File: src/rtl/ctrl_pkg.sv
// Control word and pin map
`default_nettype none

package ctrl_pkg;

    localparam int CW_W = 16;

    // Control word bits, all active high
    localparam int CW_CP  = 0;      // PC count
    localparam int CW_EP  = 1;      // PC onto bus
    localparam int CW_LP  = 2;      // PC load from bus
    localparam int CW_LMA = 3;      // MAR load from bus
    localparam int CW_CE  = 4;      // RAM onto bus
    localparam int CW_WR  = 5;      // RAM write
    localparam int CW_LI  = 6;      // IR load
    localparam int CW_EI  = 7;      // IR operand onto bus
    localparam int CW_LA  = 8;      // A load
    localparam int CW_EA  = 9;      // A onto bus
    localparam int CW_SUB = 10;     // ALU subtracts
    localparam int CW_EU  = 11;     // ALU onto bus
    localparam int CW_LB  = 12;     // B load
    localparam int CW_LO  = 13;     // Output register load
    localparam int CW_LF  = 14;     // Latch carry and zero
    localparam int CW_PRG = 15;     // Loader owns RAM and bus

    localparam int T_STATES = 5;    // Fixed instruction length

    // Bidirectional pin positions
    localparam int PIN_PROG  = 0;   // uio_in
    localparam int PIN_WR    = 1;   // uio_in
    localparam int PIN_READY = 1;   // uio_out
    localparam int PIN_DONE  = 2;
    localparam int PIN_CF    = 3;
    localparam int PIN_ZF    = 4;
    localparam int PIN_HF    = 5;

    localparam logic [7:0] UIO_OE_VALUE = 8'h3E;  // Bits 1 to 5 are outputs

endpackage

`default_nettype wire

File: src/rtl/isa_pkg.sv
// Accumulator CPU instruction set
`default_nettype none

package isa_pkg;

    // Datapath sizes
    localparam int DATA_W = 8;              // Bus, A, B, RAM word
    localparam int ADDR_W = 4;              // PC, MAR, operand field
    localparam int OPC_W  = 4;              // Opcode field

    // Opcodes, high nibble of an instruction byte
    localparam logic [OPC_W-1:0] OP_NOP = 4'd0;
    localparam logic [OPC_W-1:0] OP_LDA = 4'd1;   // A <= RAM[op]
    localparam logic [OPC_W-1:0] OP_ADD = 4'd2;   // A <= A + RAM[op]
    localparam logic [OPC_W-1:0] OP_SUB = 4'd3;   // A <= A - RAM[op]
    localparam logic [OPC_W-1:0] OP_STA = 4'd4;   // RAM[op] <= A
    localparam logic [OPC_W-1:0] OP_LDI = 4'd5;   // A <= op
    localparam logic [OPC_W-1:0] OP_JMP = 4'd6;
    localparam logic [OPC_W-1:0] OP_JC  = 4'd7;   // Jump on stored carry
    localparam logic [OPC_W-1:0] OP_JZ  = 4'd8;   // Jump on stored zero
    localparam logic [OPC_W-1:0] OP_OUT = 4'd14;  // Output register <= A
    localparam logic [OPC_W-1:0] OP_HLT = 4'd15;

    // One RAM word, read as an instruction or as plain data
    typedef union packed {
        struct packed {
            logic [OPC_W-1:0]  opcode;      // High nibble
            logic [ADDR_W-1:0] operand;     // Low nibble, address or immediate
        } instr;
        logic [DATA_W-1:0] data;
    } ram_word_u;

endpackage

`default_nettype wire
File: src/rtl/sap_cpu_top.sv
// Accumulator CPU pin wrapper
`default_nettype none

module sap_cpu_top #(
    parameter int RAM_BYTES = 16
) (
    input  wire logic [7:0] ui_in,      // Program bytes
    output logic      [7:0] uo_out,     // OUT register
    input  wire logic [7:0] uio_in,     // Prog and write strobe
    output logic      [7:0] uio_out,    // Status bits
    output logic      [7:0] uio_oe,
    input  wire logic       ena,
    input  wire logic       clk,
    input  wire logic       arst_n
);

    logic [ctrl_pkg::CW_W-1:0]  cw;
    logic [isa_pkg::ADDR_W-1:0] load_addr;
    logic [isa_pkg::OPC_W-1:0]  opcode;
    logic                       carry;
    logic                       zero;
    logic                       ready;
    logic                       done;
    logic                       halted;
    logic                       unused_ok;

    // Status pins, spare bits low
    always_comb begin
        uio_out                     = '0;
        uio_out[ctrl_pkg::PIN_READY] = ready;
        uio_out[ctrl_pkg::PIN_DONE]  = done;
        uio_out[ctrl_pkg::PIN_CF]    = carry;
        uio_out[ctrl_pkg::PIN_ZF]    = zero;
        uio_out[ctrl_pkg::PIN_HF]    = halted;
    end

    assign uio_oe    = ctrl_pkg::UIO_OE_VALUE;
    assign unused_ok = &{ena, uio_in[7:2]};   // Not needed by the design

    control_sequencer #(
        .RAM_BYTES (RAM_BYTES)
    ) u_seq (
        .clk       (clk),
        .arst_n    (arst_n),
        .prog      (uio_in[ctrl_pkg::PIN_PROG]),
        .wr        (uio_in[ctrl_pkg::PIN_WR]),
        .opcode    (opcode),
        .carry     (carry),
        .zero      (zero),
        .cw        (cw),
        .load_addr (load_addr),
        .ready     (ready),
        .done      (done),
        .halted    (halted)
    );

    cpu_datapath #(
        .RAM_BYTES (RAM_BYTES)
    ) u_dp (
        .clk       (clk),
        .arst_n    (arst_n),
        .cw        (cw),
        .load_addr (load_addr),
        .ui_in     (ui_in),
        .opcode    (opcode),
        .carry     (carry),
        .zero      (zero),
        .out_value (uo_out)
    );

endmodule

`default_nettype wire

File: src/rtl/cpu_datapath.sv
// CPU registers and internal bus
`default_nettype none

module cpu_datapath #(
    parameter int RAM_BYTES = 16
) (
    input  wire logic                       clk,
    input  wire logic                       arst_n,
    input  wire logic [ctrl_pkg::CW_W-1:0]  cw,
    input  wire logic [isa_pkg::ADDR_W-1:0] load_addr,
    input  wire logic [isa_pkg::DATA_W-1:0] ui_in,      // Loader byte
    output logic      [isa_pkg::OPC_W-1:0]  opcode,
    output logic                            carry,
    output logic                            zero,
    output logic      [isa_pkg::DATA_W-1:0] out_value
);

    logic [isa_pkg::ADDR_W-1:0] pc;
    logic [isa_pkg::ADDR_W-1:0] mar;
    isa_pkg::ram_word_u         ir;
    logic [isa_pkg::DATA_W-1:0] a_reg;
    logic [isa_pkg::DATA_W-1:0] b_reg;
    logic [isa_pkg::DATA_W-1:0] bus;
    logic [isa_pkg::DATA_W-1:0] alu_result;
    logic [isa_pkg::ADDR_W-1:0] ram_addr;
    logic [isa_pkg::DATA_W-1:0] ram_wdata;
    logic [isa_pkg::DATA_W-1:0] ram_rdata;
    isa_pkg::ram_word_u         rd_word;    // RAM output seen as a word

    assign rd_word = isa_pkg::ram_word_u'(ram_rdata);
    assign opcode  = ir.instr.opcode;

    // Loader takes over the RAM port
    assign ram_addr  = cw[ctrl_pkg::CW_PRG] ? load_addr : mar;
    assign ram_wdata = cw[ctrl_pkg::CW_PRG] ? ui_in : a_reg;

    // One-hot AND-OR bus, zero when nothing drives it
    always_comb begin
        bus = '0;
        if (cw[ctrl_pkg::CW_EP])  bus |= {{(isa_pkg::DATA_W - isa_pkg::ADDR_W){1'b0}}, pc};
        if (cw[ctrl_pkg::CW_CE])  bus |= rd_word.data;
        if (cw[ctrl_pkg::CW_EI]) begin
            bus |= {{(isa_pkg::DATA_W - isa_pkg::ADDR_W){1'b0}}, ir.instr.operand};
        end
        if (cw[ctrl_pkg::CW_EA])  bus |= a_reg;
        if (cw[ctrl_pkg::CW_EU])  bus |= alu_result;
        if (cw[ctrl_pkg::CW_PRG]) bus |= ui_in;         // Input pins during loading
    end

    // PC returns to 0 while loading so the program starts at address 0
    always_ff @(posedge clk or negedge arst_n) begin
        if (!arst_n) begin
            pc <= '0;
        end else if (cw[ctrl_pkg::CW_PRG]) begin
            pc <= '0;
        end else if (cw[ctrl_pkg::CW_LP]) begin
            pc <= bus[isa_pkg::ADDR_W-1:0];             // Jump target
        end else if (cw[ctrl_pkg::CW_CP]) begin
            pc <= pc + isa_pkg::ADDR_W'(1);
        end
    end

    // MAR, IR and output register, reset so the CPU idles on NOP
    always_ff @(posedge clk or negedge arst_n) begin
        if (!arst_n) begin
            mar       <= '0;
            ir        <= '0;
            out_value <= '0;
        end else begin
            if (cw[ctrl_pkg::CW_LMA]) mar <= bus[isa_pkg::ADDR_W-1:0];
            if (cw[ctrl_pkg::CW_LI])  ir <= isa_pkg::ram_word_u'(bus);
            if (cw[ctrl_pkg::CW_LO])  out_value <= bus;   // OUT at T3
        end
    end

    // Accumulator and B operand
    always_ff @(posedge clk) begin
        if (cw[ctrl_pkg::CW_LA]) a_reg <= bus;
        if (cw[ctrl_pkg::CW_LB]) b_reg <= bus;
    end

    alu u_alu (
        .clk    (clk),
        .arst_n (arst_n),
        .a      (a_reg),
        .b      (b_reg),
        .sub    (cw[ctrl_pkg::CW_SUB]),
        .latch  (cw[ctrl_pkg::CW_LF]),
        .result (alu_result),
        .carry  (carry),
        .zero   (zero)
    );

    program_ram #(
        .RAM_BYTES (RAM_BYTES)
    ) u_ram (
        .clk   (clk),
        .addr  (ram_addr),
        .wdata (ram_wdata),
        .we    (cw[ctrl_pkg::CW_WR]),
        .rdata (ram_rdata)
    );

endmodule

`default_nettype wire

File: src/rtl/control_sequencer.sv
// Control sequencer and program loader
`default_nettype none

module control_sequencer #(
    parameter int RAM_BYTES = 16
) (
    input  wire logic                       clk,
    input  wire logic                       arst_n,
    input  wire logic                       prog,       // Loader mode level
    input  wire logic                       wr,         // Loader byte strobe
    input  wire logic [isa_pkg::OPC_W-1:0]  opcode,
    input  wire logic                       carry,      // Stored flags from ALU
    input  wire logic                       zero,
    output logic      [ctrl_pkg::CW_W-1:0]  cw,
    output logic      [isa_pkg::ADDR_W-1:0] load_addr,
    output logic                            ready,
    output logic                            done,
    output logic                            halted
);

    localparam int T_W = $clog2(ctrl_pkg::T_STATES);

    // Named T-states
    localparam logic [T_W-1:0] T0 = T_W'(0);
    localparam logic [T_W-1:0] T1 = T_W'(1);
    localparam logic [T_W-1:0] T2 = T_W'(2);
    localparam logic [T_W-1:0] T3 = T_W'(3);
    localparam logic [T_W-1:0] T4 = T_W'(4);
    localparam logic [T_W-1:0] T_LAST = T_W'(ctrl_pkg::T_STATES - 1);

    logic [T_W-1:0] tstate;
    logic           accept;     // Strobe taken by the loader
    logic           halt_now;   // HLT reaches T2

    assign ready    = prog & ~done;
    assign accept   = ready & wr;
    assign halt_now = (tstate == T2) && (opcode == isa_pkg::OP_HLT) && !halted;

    // T-state ring, cleared while loading, frozen once halted
    always_ff @(posedge clk or negedge arst_n) begin
        if (!arst_n) begin
            tstate <= T0;
        end else if (prog) begin
            tstate <= T0;
        end else if (halted || halt_now) begin
            tstate <= tstate;           // Parked at T2
        end else if (tstate == T_LAST) begin
            tstate <= T0;
        end else begin
            tstate <= tstate + T_W'(1);
        end
    end

    always_ff @(posedge clk or negedge arst_n) begin
        if (!arst_n) begin
            halted <= 1'b0;
        end else if (prog) begin
            halted <= 1'b0;             // Reload restarts the CPU
        end else if (halt_now) begin
            halted <= 1'b1;
        end
    end

    // Loader address counter and done flag
    always_ff @(posedge clk or negedge arst_n) begin
        if (!arst_n) begin
            load_addr <= '0;
            done      <= 1'b0;
        end else if (!prog) begin
            load_addr <= '0;
            done      <= 1'b0;
        end else if (accept) begin
            load_addr <= load_addr + isa_pkg::ADDR_W'(1);
            // Last byte closes the window
            if (load_addr == isa_pkg::ADDR_W'(RAM_BYTES - 1)) begin
                done <= 1'b1;
            end
        end
    end

    // Opcode and T-state decode into the control word
    always_comb begin
        cw = '0;
        if (prog) begin
            cw[ctrl_pkg::CW_PRG] = 1'b1;
            cw[ctrl_pkg::CW_WR]  = accept;
        end else if (!halted) begin
            case (tstate)
                T0: begin                               // MAR <= PC
                    cw[ctrl_pkg::CW_EP]  = 1'b1;
                    cw[ctrl_pkg::CW_LMA] = 1'b1;
                end
                T1: begin                               // Fetch, PC++
                    cw[ctrl_pkg::CW_CE] = 1'b1;
                    cw[ctrl_pkg::CW_LI] = 1'b1;
                    cw[ctrl_pkg::CW_CP] = 1'b1;
                end
                T2: begin                               // MAR <= operand
                    cw[ctrl_pkg::CW_EI]  = 1'b1;
                    cw[ctrl_pkg::CW_LMA] = 1'b1;
                end
                T3: begin
                    case (opcode)
                        isa_pkg::OP_LDA: begin
                            cw[ctrl_pkg::CW_CE] = 1'b1;
                            cw[ctrl_pkg::CW_LA] = 1'b1;
                        end
                        isa_pkg::OP_ADD, isa_pkg::OP_SUB: begin
                            cw[ctrl_pkg::CW_CE] = 1'b1;   // Operand into B
                            cw[ctrl_pkg::CW_LB] = 1'b1;
                        end
                        isa_pkg::OP_STA: cw[ctrl_pkg::CW_WR] = 1'b1;
                        isa_pkg::OP_LDI: begin
                            cw[ctrl_pkg::CW_EI] = 1'b1;
                            cw[ctrl_pkg::CW_LA] = 1'b1;
                        end
                        isa_pkg::OP_OUT: begin
                            cw[ctrl_pkg::CW_EA] = 1'b1;
                            cw[ctrl_pkg::CW_LO] = 1'b1;
                        end
                        isa_pkg::OP_JMP: begin
                            cw[ctrl_pkg::CW_EI] = 1'b1;
                            cw[ctrl_pkg::CW_LP] = 1'b1;
                        end
                        isa_pkg::OP_JC: begin
                            cw[ctrl_pkg::CW_EI] = carry;
                            cw[ctrl_pkg::CW_LP] = carry;
                        end
                        isa_pkg::OP_JZ: begin
                            cw[ctrl_pkg::CW_EI] = zero;
                            cw[ctrl_pkg::CW_LP] = zero;
                        end
                        default: cw = '0;               // NOP and spare codes
                    endcase
                end
                T4: begin
                    // ALU result back into A, flags latched
                    if (opcode == isa_pkg::OP_ADD || opcode == isa_pkg::OP_SUB) begin
                        cw[ctrl_pkg::CW_EU]  = 1'b1;
                        cw[ctrl_pkg::CW_LA]  = 1'b1;
                        cw[ctrl_pkg::CW_LF]  = 1'b1;
                        cw[ctrl_pkg::CW_SUB] = (opcode == isa_pkg::OP_SUB);
                    end
                end
                default: cw = '0;
            endcase
        end
    end

endmodule

`default_nettype wire

File: src/rtl/program_ram.sv
// Program and data RAM
`default_nettype none

module program_ram #(
    parameter int RAM_BYTES = 16
) (
    input  wire logic                       clk,
    input  wire logic [isa_pkg::ADDR_W-1:0] addr,
    input  wire logic [isa_pkg::DATA_W-1:0] wdata,
    input  wire logic                       we,
    output logic      [isa_pkg::DATA_W-1:0] rdata
);

    logic [isa_pkg::DATA_W-1:0] mem [RAM_BYTES];    // Flop array, contents undefined at power up

    // Single write port
    always_ff @(posedge clk) begin
        if (we) begin
            mem[addr] <= wdata;
        end
    end

    // Asynchronous read, feeds bus and IR in the same cycle
    assign rdata = mem[addr];

endmodule

`default_nettype wire

File: src/rtl/alu.sv
// Adder and subtractor with flags
`default_nettype none

module alu (
    input  wire logic                       clk,
    input  wire logic                       arst_n,
    input  wire logic [isa_pkg::DATA_W-1:0] a,
    input  wire logic [isa_pkg::DATA_W-1:0] b,
    input  wire logic                       sub,        // 1 gives a - b
    input  wire logic                       latch,      // Store carry and zero
    output logic      [isa_pkg::DATA_W-1:0] result,
    output logic                            carry,
    output logic                            zero
);

    logic [isa_pkg::DATA_W-1:0] b_eff;      // b or its complement
    logic [isa_pkg::DATA_W:0]   sum;        // Extra bit is carry out

    assign b_eff  = sub ? ~b : b;
    // Two's complement subtract, the +1 rides in as carry in
    assign sum    = {1'b0, a} + {1'b0, b_eff} + {{isa_pkg::DATA_W{1'b0}}, sub};
    assign result = sum[isa_pkg::DATA_W-1:0];

    // Flags only move on an arithmetic write back
    always_ff @(posedge clk or negedge arst_n) begin
        if (!arst_n) begin
            carry <= 1'b0;
            zero  <= 1'b0;
        end else if (latch) begin
            carry <= sum[isa_pkg::DATA_W];  // No borrow when subtracting
            zero  <= (result == '0);
        end
    end

endmodule

`default_nettype wire

File: config.mk
export PLATFORM = sky130hd
export DESIGN_NAME = sap_cpu_top
export DESIGN_NICKNAME = d
export VERILOG_FILES = /design/src/rtl/ctrl_pkg.sv /design/src/rtl/isa_pkg.sv /design/src/rtl/sap_cpu_top.sv /design/src/rtl/cpu_datapath.sv /design/src/rtl/control_sequencer.sv /design/src/rtl/program_ram.sv /design/src/rtl/alu.sv
export SDC_FILE = /design/constraint.sdc
export NUM_CORES = 1
export LEC_CHECK = 0
export BUFFER_PORTS_ARGS = -buffer_cell sky130_fd_sc_hd__buf_2
export CAP_MARGIN = 20
export CORE_AREA = 2 2 122 124
export DETAILED_ROUTE_END_ITERATION = 12
export DIE_AREA = 0 0 124 126
export PLACE_DENSITY = 0.9
export SLEW_MARGIN = 0
export SYNTH_ARGS = -nofsm -noshare
export SYNTH_HDL_FRONTEND = slang
export SYNTH_SLANG_ARGS = --single-unit
export TNS_END_PERCENT = 100
File: constraint.sdc
create_clock -name clk -period 3.9 [get_ports clk]
set_clock_uncertainty 0.05 [all_clocks]
set_input_delay 0.585 -clock clk [delete_from_list [all_inputs] [get_ports clk]]
set_output_delay 0.585 -clock clk [all_outputs]
set_load 0.02 [all_outputs]
==> impl_metrics.yaml, run 1 <==
run_status:
  run_status: "complete, no violations"
finish:
  fill_cells: 987
  largest-register: "u_dp.u_ram.mem"
  final_nets: 757
  drive_above_1_share_pct: 15.92
  largest_reg_flops: 128
  area_growth_syn_to_layout_pct: 10.29
  final_cell_area_mm2: 0.009472
  fin_util_pct: 66.17
  antenna_cells: 0
synth:
  syn_avg_cell_area_um2: 12.52
  synthArstFlopShare_pct: 19.55
  synth_edf_count: 144
  synth_ff_type: "edfxtp_1"
  yosysWarnings: 0
  synth.area.top_cells: "edfxtp_1, dfrtp_1, a21boi_0"
  netlist_instances: 686
  synth_cell_type_count: 81
  ys_ff_latch: 179
  yosysSeqAreaShare_pct: 60.55
  yosys.area.top_type: "edfxtp_1"
  synth_top_area_share_pct: 50.35
  syn_area_mm2: 0.008588
sta:
  setup_slack_ps: 149.1
  finalSetupViolations: 0
  worst_pin_slew_ps: 948.7
  fin_crit_sh_pct: 96.18
  hold_slack_ps: 186.1
  min_period_ps: 3751
  hold_violations: 0
  fmax_ghz: 0.2666
  rsz0062_at_grt: "false"
  maxSlewViolCount: 0
  max_slew_margin_pct: 35.75
  finalSetupTns_ps: 0
clock_tree:
  cts_sinks: 179
  postCtsSetupRepairBufs: 0
  holdBufCountCts: 0
  cts_inserted_buffers: 17
  cts.path.max_buffers: 2
  root_buffer: "clkbuf_16"
  path_clk_slew_ps: 70
  cts_resized: 0
  clk_latency_ps: 440
  htree_levels: 4
  cts_tree: "done"
worst_hold_path:
  hold_class: "in2async"
detailed_routing:
  drt-vias-per-instance: 6.873
  ant_nets: 0
  drc: 0
  drt-total-wl_um: 22240
  wl_per_cell_um: 24.20
  drt_iter0_drc: 901
  dr.pass1.iters: 7
  vias: 6316
floorplan:
  fp-row-count: 44
  die_h_um: 126
  num_io_pins: 43
  core_mm2: 0.01431
  dieArea_mm2: 0.01562
  start_util_pct: 60.00
  fp.dieW_um: 124
setup_path:
  reg2reg_depth: 11
  cp-endpoint: "u_dp.a_reg[6]"
  r2r_setup_slack_ps: 150
  cp-start-kind: "flip-flop"
  r2r_start: "u_seq.halted"
  cp-end-kind: "flip-flop"
  critPathRequiredTime_ps: 4100
  cp.arrival_ps: 3950
  worstSetupPathType: "reg2reg"
  path_max_fanout: 10
  critPathLaunch: "u_seq.halted"
  reg2reg_to: "u_dp.a_reg[6]"
grt:
  grt_max_degree: 55
  grtUsageTotal_pct: 30.65
  grt_pass1_vias: 6320
  grt_pass1_wl_um: 35240
  overflow: 0
  antenna_found_initial: 1
placement:
  post_dp_cell_area_mm2: 0.008912
  numPortBuffers: 24
  place_congestion: 1.062
  dp_hpwl_um: 14740
  place_ws_ps: 235.5
pwr:
  ir_worst_vdd_mv: 0.3939
  p_leak_uw: 0.003410
  p_per_area_mw_per_mm2: 526.6
run:
  cap_violations: 0
## cells in the final DEF, fill, tap and decap left out, types with 7 or more instances in the layout
cell type and n:
a21boi_0 38, a21boi_1 10, a21oi_1 46, a31oi_1 7, a41oi_1 7, buf_2 24, buf_4 37, clkbuf_16 17
conb_1 11, dfrtp_1 35, edfxtp_1 144, ha_1 15, inv_1 14, nand2_1 39, nand4_1 8, nor2_1 55
o21ai_0 35, o21ai_1 7, o22ai_1 15, o41ai_1 10, xnor2_1 15
## per-layer routing
metal | share of wire (%) | global-route usage, %
met1 | 36 | 37.93
met2 | 49 | 49.29
met3 | 11 | 9.511
met4 | 4.3 | 14.01
met5 | 0.058 | 0
## where the power goes
| part | switching, uW | internal, uW | total, uW |
|---|---|---|---|
| Combinational | 641 | 337 | 978 |
| Sequential | 179 | 2200 | 2380 |
| Clock | 741 | 891 | 1630 |
| Total | 1560 | 3430 | 4990 |
## worst min-delay path by stage
stage,to,start,depth (start not counted)
2_1_floorplan,u_dp.ir[0],arst_n,0
3_3_place_gp,u_dp.out_value[1],u_dp.out_value[1],2
6_report,u_seq.halted,arst_n,1
4_1_cts,u_seq.halted,arst_n,1
5_1_grt,u_seq.halted,arst_n,1
3_5_place_dp,u_dp.out_value[1],u_dp.out_value[1],2
## cells by family (layout without fill, tap and decap cells)
logic type               after synthesis  in the layout  synth area share, %
adder cells (fa/ha/maj)               16             16                2.418
AND/OR/NAND/NOR                      165            165                10.26
buffers and inverters                 67            107                4.545
XOR/XNOR                              20             20                2.040
AO/OA/AOI/OAI                        225            225                18.58
flip-flops                           179            179                60.55
other                                  2             11              0.08745
multiplexers                          12             12                1.530
## area by class of cell
cell class                 count  area (um^2)  share of cell area (%)
multi-input combinational    449         3032                   32.01
inverter                      14        52.55                  0.5548
clock inverter                13        126.4                   1.334
sequential                   179         5200                   54.90
clock buffer                  19        432.9                   4.571
tap                          184        230.2                   2.431
timing repair buffer          61        397.9                   4.201
## critical path, cell delays in order, from the launching register on
cell       delay (ps)
dfrtp_1           500
or3_1             500
nor2_1            160
nand2_1           320
xnor2_1           240
ha_1              370
a21oi_1           160
nand2_1           120
a211oi_1          330
nor2_1            120
or3_1             420
o2111ai_1         250
## cell usage after synthesis (all sizes together), types with 7 or more instances
cell	number
edfxtp	144
nor2	56
buf	50
a21boi	48
a21oi	46
o21ai	43
nand2	39
dfrtp	35
o22ai	16
ha	15
xnor2	15
inv	14
o41ai	14
nand4	8
a31oi	7
a41oi	7
nor4	7
## through the flow
step / power [uW] / std cells
2_1_floorplan: 3036 / 695
3_5_place_dp: 3345 / 887
6_report: 4987 / 919
5_1_grt: 5172 / 919
3_3_place_gp: 3274 / 887
4_1_cts: 4960 / 919
(Power assumes the default switching activity.)
==> run 2: changes to the inputs <==
- clock period: 3.9 -> 3.69 ns (I/O delays scaled with it)
==> run 2 against run 1 <==
Flip-flop and latch count is the same. Sequential power grew 4%. Non-clock buffer count grew 3. Critical path depth increased by 2. Final area down 0.20%. Highest routed layer is now met4.
==> impl_metrics.yaml, run 2 (synthesis gave the netlist of run 1 again) <==
worst_hold_path:
  hold_class: "in2async"
floorplan:
  fp.dieW_um: 124
  start_util_pct: 60.00
  die_h_um: 126
  fp-row-count: 44
  dieArea_mm2: 0.01562
  core_mm2: 0.01431
  num_io_pins: 43
clock_tree:
  root_buffer: "clkbuf_16"
  clk_latency_ps: 440
  cts_resized: 0
  cts_sinks: 179
  postCtsSetupRepairBufs: 0
  htree_levels: 4
  cts_tree: "done"
  cts_inserted_buffers: 17
  holdBufCountCts: 0
  path_clk_slew_ps: 70
  cts.path.max_buffers: 2
sta:
  fmax_ghz: 0.2897
  finalSetupViolations: 0
  max_slew_margin_pct: 35.48
  worst_pin_slew_ps: 952.7
  hold_violations: 0
  finalSetupTns_ps: 0
  fin_crit_sh_pct: 93.54
  setup_slack_ps: 238.3
  min_period_ps: 3452
  maxSlewViolCount: 0
  rsz0062_at_grt: "false"
setup_path:
  cp-end-kind: "flip-flop"
  worstSetupPathType: "reg2reg"
  r2r_setup_slack_ps: 240
  path_max_fanout: 6
  cp-start-kind: "flip-flop"
  cp.arrival_ps: 3660
  reg2reg_depth: 13
  critPathRequiredTime_ps: 3900
detailed_routing:
  drc: 0
  vias: 6256
  drt-total-wl_um: 21750
  drt-vias-per-instance: 6.807
  drt_iter0_drc: 910
  dr.pass1.iters: 6
  ant_nets: 0
  wl_per_cell_um: 23.67
pwr:
  ir_worst_vdd_mv: 0.7064
  p_per_area_mw_per_mm2: 544.4
  total_power_uw: 5147
  p_leak_uw: 0.003391
placement:
  place_congestion: 0.9764
  place_ws_ps: 196.3
  dp_hpwl_um: 14680
  numPortBuffers: 24
finish:
  largest_reg_flops: 128
  fin_util_pct: 66.04
  final_cell_mix: "edfxtp_1, nor2_1, a21oi_1, buf_4, nand2_1"
  antenna_cells: 0
  drive_above_1_share_pct: 16.33
  largest-register: "u_dp.u_ram.mem"
  layout_commonest_cell: "edfxtp_1"
  area_growth_syn_to_layout_pct: 10.07
  final_nets: 760
grt:
  grt_max_degree: 36
  grt_pass1_wl_um: 33020
  grt_pass1_vias: 6118
  overflow: 0
  antenna_found_initial: 0
  grtUsageTotal_pct: 28.91
run:
  cap_violations: 0
run_status:
  run_status: "complete, no violations"
## run 2: final cells by class
cell class              count  area, um^2
well taps                 184       230.2
clock buffers              17       425.4
fillers                  1039        4861
inverters                  14       52.55
flip-flops and latches    179        5200
repair buffers             64       420.4
clock inverters            12       86.33
multi-input cells         449        3038
## run 2: power breakdown
group | internal [uW] | leakage (uW) | switching, uW
Clock | 849 | 0.000239 | 753
Sequential | 2320 | 0.00176 | 155
Combinational | 372 | 0.00139 | 694
## run 2: metal layers
metal / global-route usage (%) / share of wire [%]
met1: 36.16 / 37
met3: 8.062 / 10
met5: 0 / 0
met4: 13.95 / 4.3
met2: 46.38 / 49
## run 2: critical path, stage by stage (launching register included)
cell and delay (ps):
dfrtp_1 410, inv_1 120, ha_1 290, nand4b_1 170, nor2_1 170, nand2_1 190, xnor2_1 190, ha_1 360
a21oi_1 180, nand2_1 130, a211oi_1 280, nor2_1 80, or3_1 410, o2111ai_1 230
## run 2: path summary, 6_finish.rpt
| kind | end | from |
|---|---|---|
| setup / recovery | u_dp.b_reg[6] | u_seq.tstate[0] |
| hold / removal | u_dp.out_value[4] | arst_n |
| setup reg to reg | u_dp.b_reg[6] | u_seq.tstate[0] |
| hold reg to reg | u_dp.out_value[1] | u_dp.out_value[1] |
| max in group asynchronous | u_dp.out_value[5] | arst_n |
| min in group clk | u_seq.done | uio_in[1] |
## run 2: stage by stage
step | cell area, um^2 | instances | hold slack (ps)
after floorplan | 8622 | 695 | 207.9
after global placement | 8935 | 890 | 406.2
after detailed placement | 8935 | 890 | 416.6
after CTS | 9447 | 919 | 174.9
after global routing | 9453 | 919 | 217.6
final | 9453 | 919 | 152.5
==> run 3: changes to the inputs <==
- CORE_AREA: 2 2 122 124 -> 2 2 126 116
- DIE_AREA: 0 0 124 126 -> 0 0 128 118
- SYNTH_HIERARCHICAL: not set -> 1
==> run 3 against run 2 <==
Critical path depth is the same. Non-clock buffer count shrank 21. Critical path type unchanged. Global-route usage shrank 5.0 points. Final area shrank 4.7%. Largest cell class unchanged. Clock power grew 9%.
==> impl_metrics.yaml, run 3 <==
run_status:
  run_status: "complete, no violations"
finish:
  ff_latch_area_mm2: 0.005200
  final_nets: 605
  final_cell_mix: "edfxtp_1, nor2_1, dfrtp_1, mux4_2, a22oi_1"
  fill_cells: 896
  antenna_cells: 0
  drive_above_1_share_pct: 25.17
  area_growth_syn_to_layout_pct: 9.112
  fin_util_pct: 65.50
  layout_commonest_cell: "edfxtp_1"
  multi_input_area_mm2: 0.002655
  final_cell_area_mm2: 0.009005
  largest_reg_flops: 128
  largest-register: "u_dp/u_ram/mem"
sta:
  finalSetupViolations: 0
  worst_pin_slew_ps: 844.1
  setup_slack_ps: 110.5
  fin_crit_sh_pct: 97.01
  fmax_ghz: 0.2794
  hold_violations: 0
  maxSlewViolCount: 0
  rsz0062_at_grt: "true"
  min_period_ps: 3579
  max_slew_margin_pct: 43.52
floorplan:
  fp-row-count: 41
  start_util_pct: 60.03
  num_io_pins: 43
  dieArea_mm2: 0.01510
  core_mm2: 0.01375
  fp.dieW_um: 128
  die_h_um: 118
pwr:
  p_per_area_mw_per_mm2: 612.3
  ir_worst_vdd_mv: 0.4376
  p_leak_uw: 0.003291
grt:
  grt_pass1_vias: 4871
  overflow: 0
  grtUsageTotal_pct: 23.95
  antenna_found_initial: 0
  grt_max_degree: 40
  grt_pass1_wl_um: 26760
synth:
  synth_edf_count: 144
  synthArstFlopShare_pct: 19.55
  ys_ff_latch: 179
  synth_ff_type: "edfxtp_1"
  yosysMostFrequentCell: "edfxtp_1"
  yosys.area.top_type: "edfxtp_1"
  synth_commonest_cells: "edfxtp_1, nor2_1, dfrtp_1"
  yosysSeqAreaShare_pct: 63.01
  yosysWarnings: 6
  synth_top_area_share_pct: 52.40
  netlist_instances: 557
  syn_area_mm2: 0.008253
  synth_cell_type_count: 64
  synth.area.top_cells: "edfxtp_1, dfrtp_1, mux4_2"
  syn_avg_cell_area_um2: 14.82
setup_path:
  path_max_fanout: 7
  cp-start-kind: "flip-flop"
  cp.arrival_ps: 3720
  critPathRequiredTime_ps: 3830
  cp-end-kind: "flip-flop"
  worstSetupPathType: "reg2reg"
placement:
  post_dp_cell_area_mm2: 0.008386
  dp_hpwl_um: 11210
  place_congestion: 0.9121
  place_ws_ps: 66.97
  numPortBuffers: 24
clock_tree:
  cts_sinks: 179
  cts_inserted_buffers: 17
  postCtsSetupRepairBufs: 0
  path_clk_slew_ps: 60
  cts_tree: "done"
  cts.path.max_buffers: 2
  clk_latency_ps: 430
  htree_levels: 4
  holdBufCountCts: 0
  root_buffer: "clkbuf_16"
detailed_routing:
  wl_per_cell_um: 23.00
  vias: 4869
  drt-vias-per-instance: 6.440
  dr.pass1.iters: 5
  drt_iter0_drc: 695
  ant_nets: 0
  drt-total-wl_um: 17390
  drc: 0
worst_hold_path:
  hold_class: "in2async"
run:
  cap_violations: 0
==> run 3: cell types whose count changed in the layout (fill, tap and decap cells not counted), moves of 15 or more <==
cell      delta
buf_4       -23
o21ai_0     -30
nand2_1     -19
a21oi_1     -23
a21boi_0    -38
mux4_2      +32
a22oi_1     +28
o22ai_1     -15
==> run 3: worst max-delay path, stage by stage (launching register included) <==
cell and delay (ps):
dfrtp_1 440, or3b_4 440, nor4_4 260, and2_4 220
buf_6 160, xor2_1 90, ha_2 400, nand4_1 130
o22ai_2 210, mux2i_1 270, o2111ai_2 200, a22oi_1 190
and3_4 230, inv_1 50
==> run 3: cells by family after synthesis <==
group	share of synthesized area [%]
adder cells (fa/ha/maj)	2.365
flip-flops	63.01
AO/OA/AOI/OAI	8.323
other	0.09100
buffers and inverters	5.897
AND/OR/NAND/NOR	7.884
multiplexers	10.73
XOR/XNOR	1.698
==> run 3: area by class of cell <==
class                   instances  share of cell area, %
clock buffers                  20                  4.849
clock inverters                12                  1.431
inverters                      24                  1.000
multi-input cells             306                  29.48
flip-flops and latches        179                  57.75
well taps                     172                  2.390
repair buffers                 43                  3.099
==> run 3: report_power, final <==
group | leakage, uW | switching (uW) | total (uW) | internal (uW)
clock | 0.000270 | 745 | 1740 | 999
combinational | 0.00127 | 750 | 1280 | 532
sequential | 0.00175 | 117 | 2490 | 2370
==> run 3: final timing paths <==
| kind | startpoint | cells after the start | to | slack (ps) |
|---|---|---|---|---|
| hold / removal | arst_n | 1 | u_dp/mar[0] | 160 |
| hold reg to reg | u_dp/out_value[3] | 2 | u_dp/out_value[3] | 470 |
| setup / recovery | u_dp/ir[5] | 13 | u_dp/a_reg[7] | 110 |
| setup reg to reg | u_dp/ir[5] | 13 | u_dp/a_reg[7] | 110 |
| max in group asynchronous | arst_n | 1 | u_dp/u_alu/zero | 2930 |
| min in group clk | uio_in[0] | 2 | u_seq/halted | 410 |
==> run 3: repair_timing <==
action / CTS / global route
gates resized for setup: 1 / 12
pin swaps: 0 / 1
endpoints found under the setup margin: 2 / 14
==> run 3: stage by stage <==
| stage | TNS [ps] | power [uW] | std cells | hold WS (ps) |
|---|---|---|---|---|
| finish | 0 | 5514 | 756 | 157.4 |
| global route | -19.04 | 5726 | 756 | 214.1 |
| CTS | 0 | 5504 | 756 | 160.6 |
| detailed placement | 0 | 3760 | 724 | 454.7 |
| global placement | 0 | 3684 | 724 | 438.8 |
| floorplan | 0 | 3474 | 566 | 207.9 |
==> run 3: routing by layer <==
metal | global-route usage, % | share of wire, % | wire, um
met5 | 0 | 0 | 0
met4 | 7.486 | 2.0 | 349
met3 | 6.455 | 7.5 | 1304
met2 | 39.57 | 51 | 8909
met1 | 31.15 | 39 | 6826
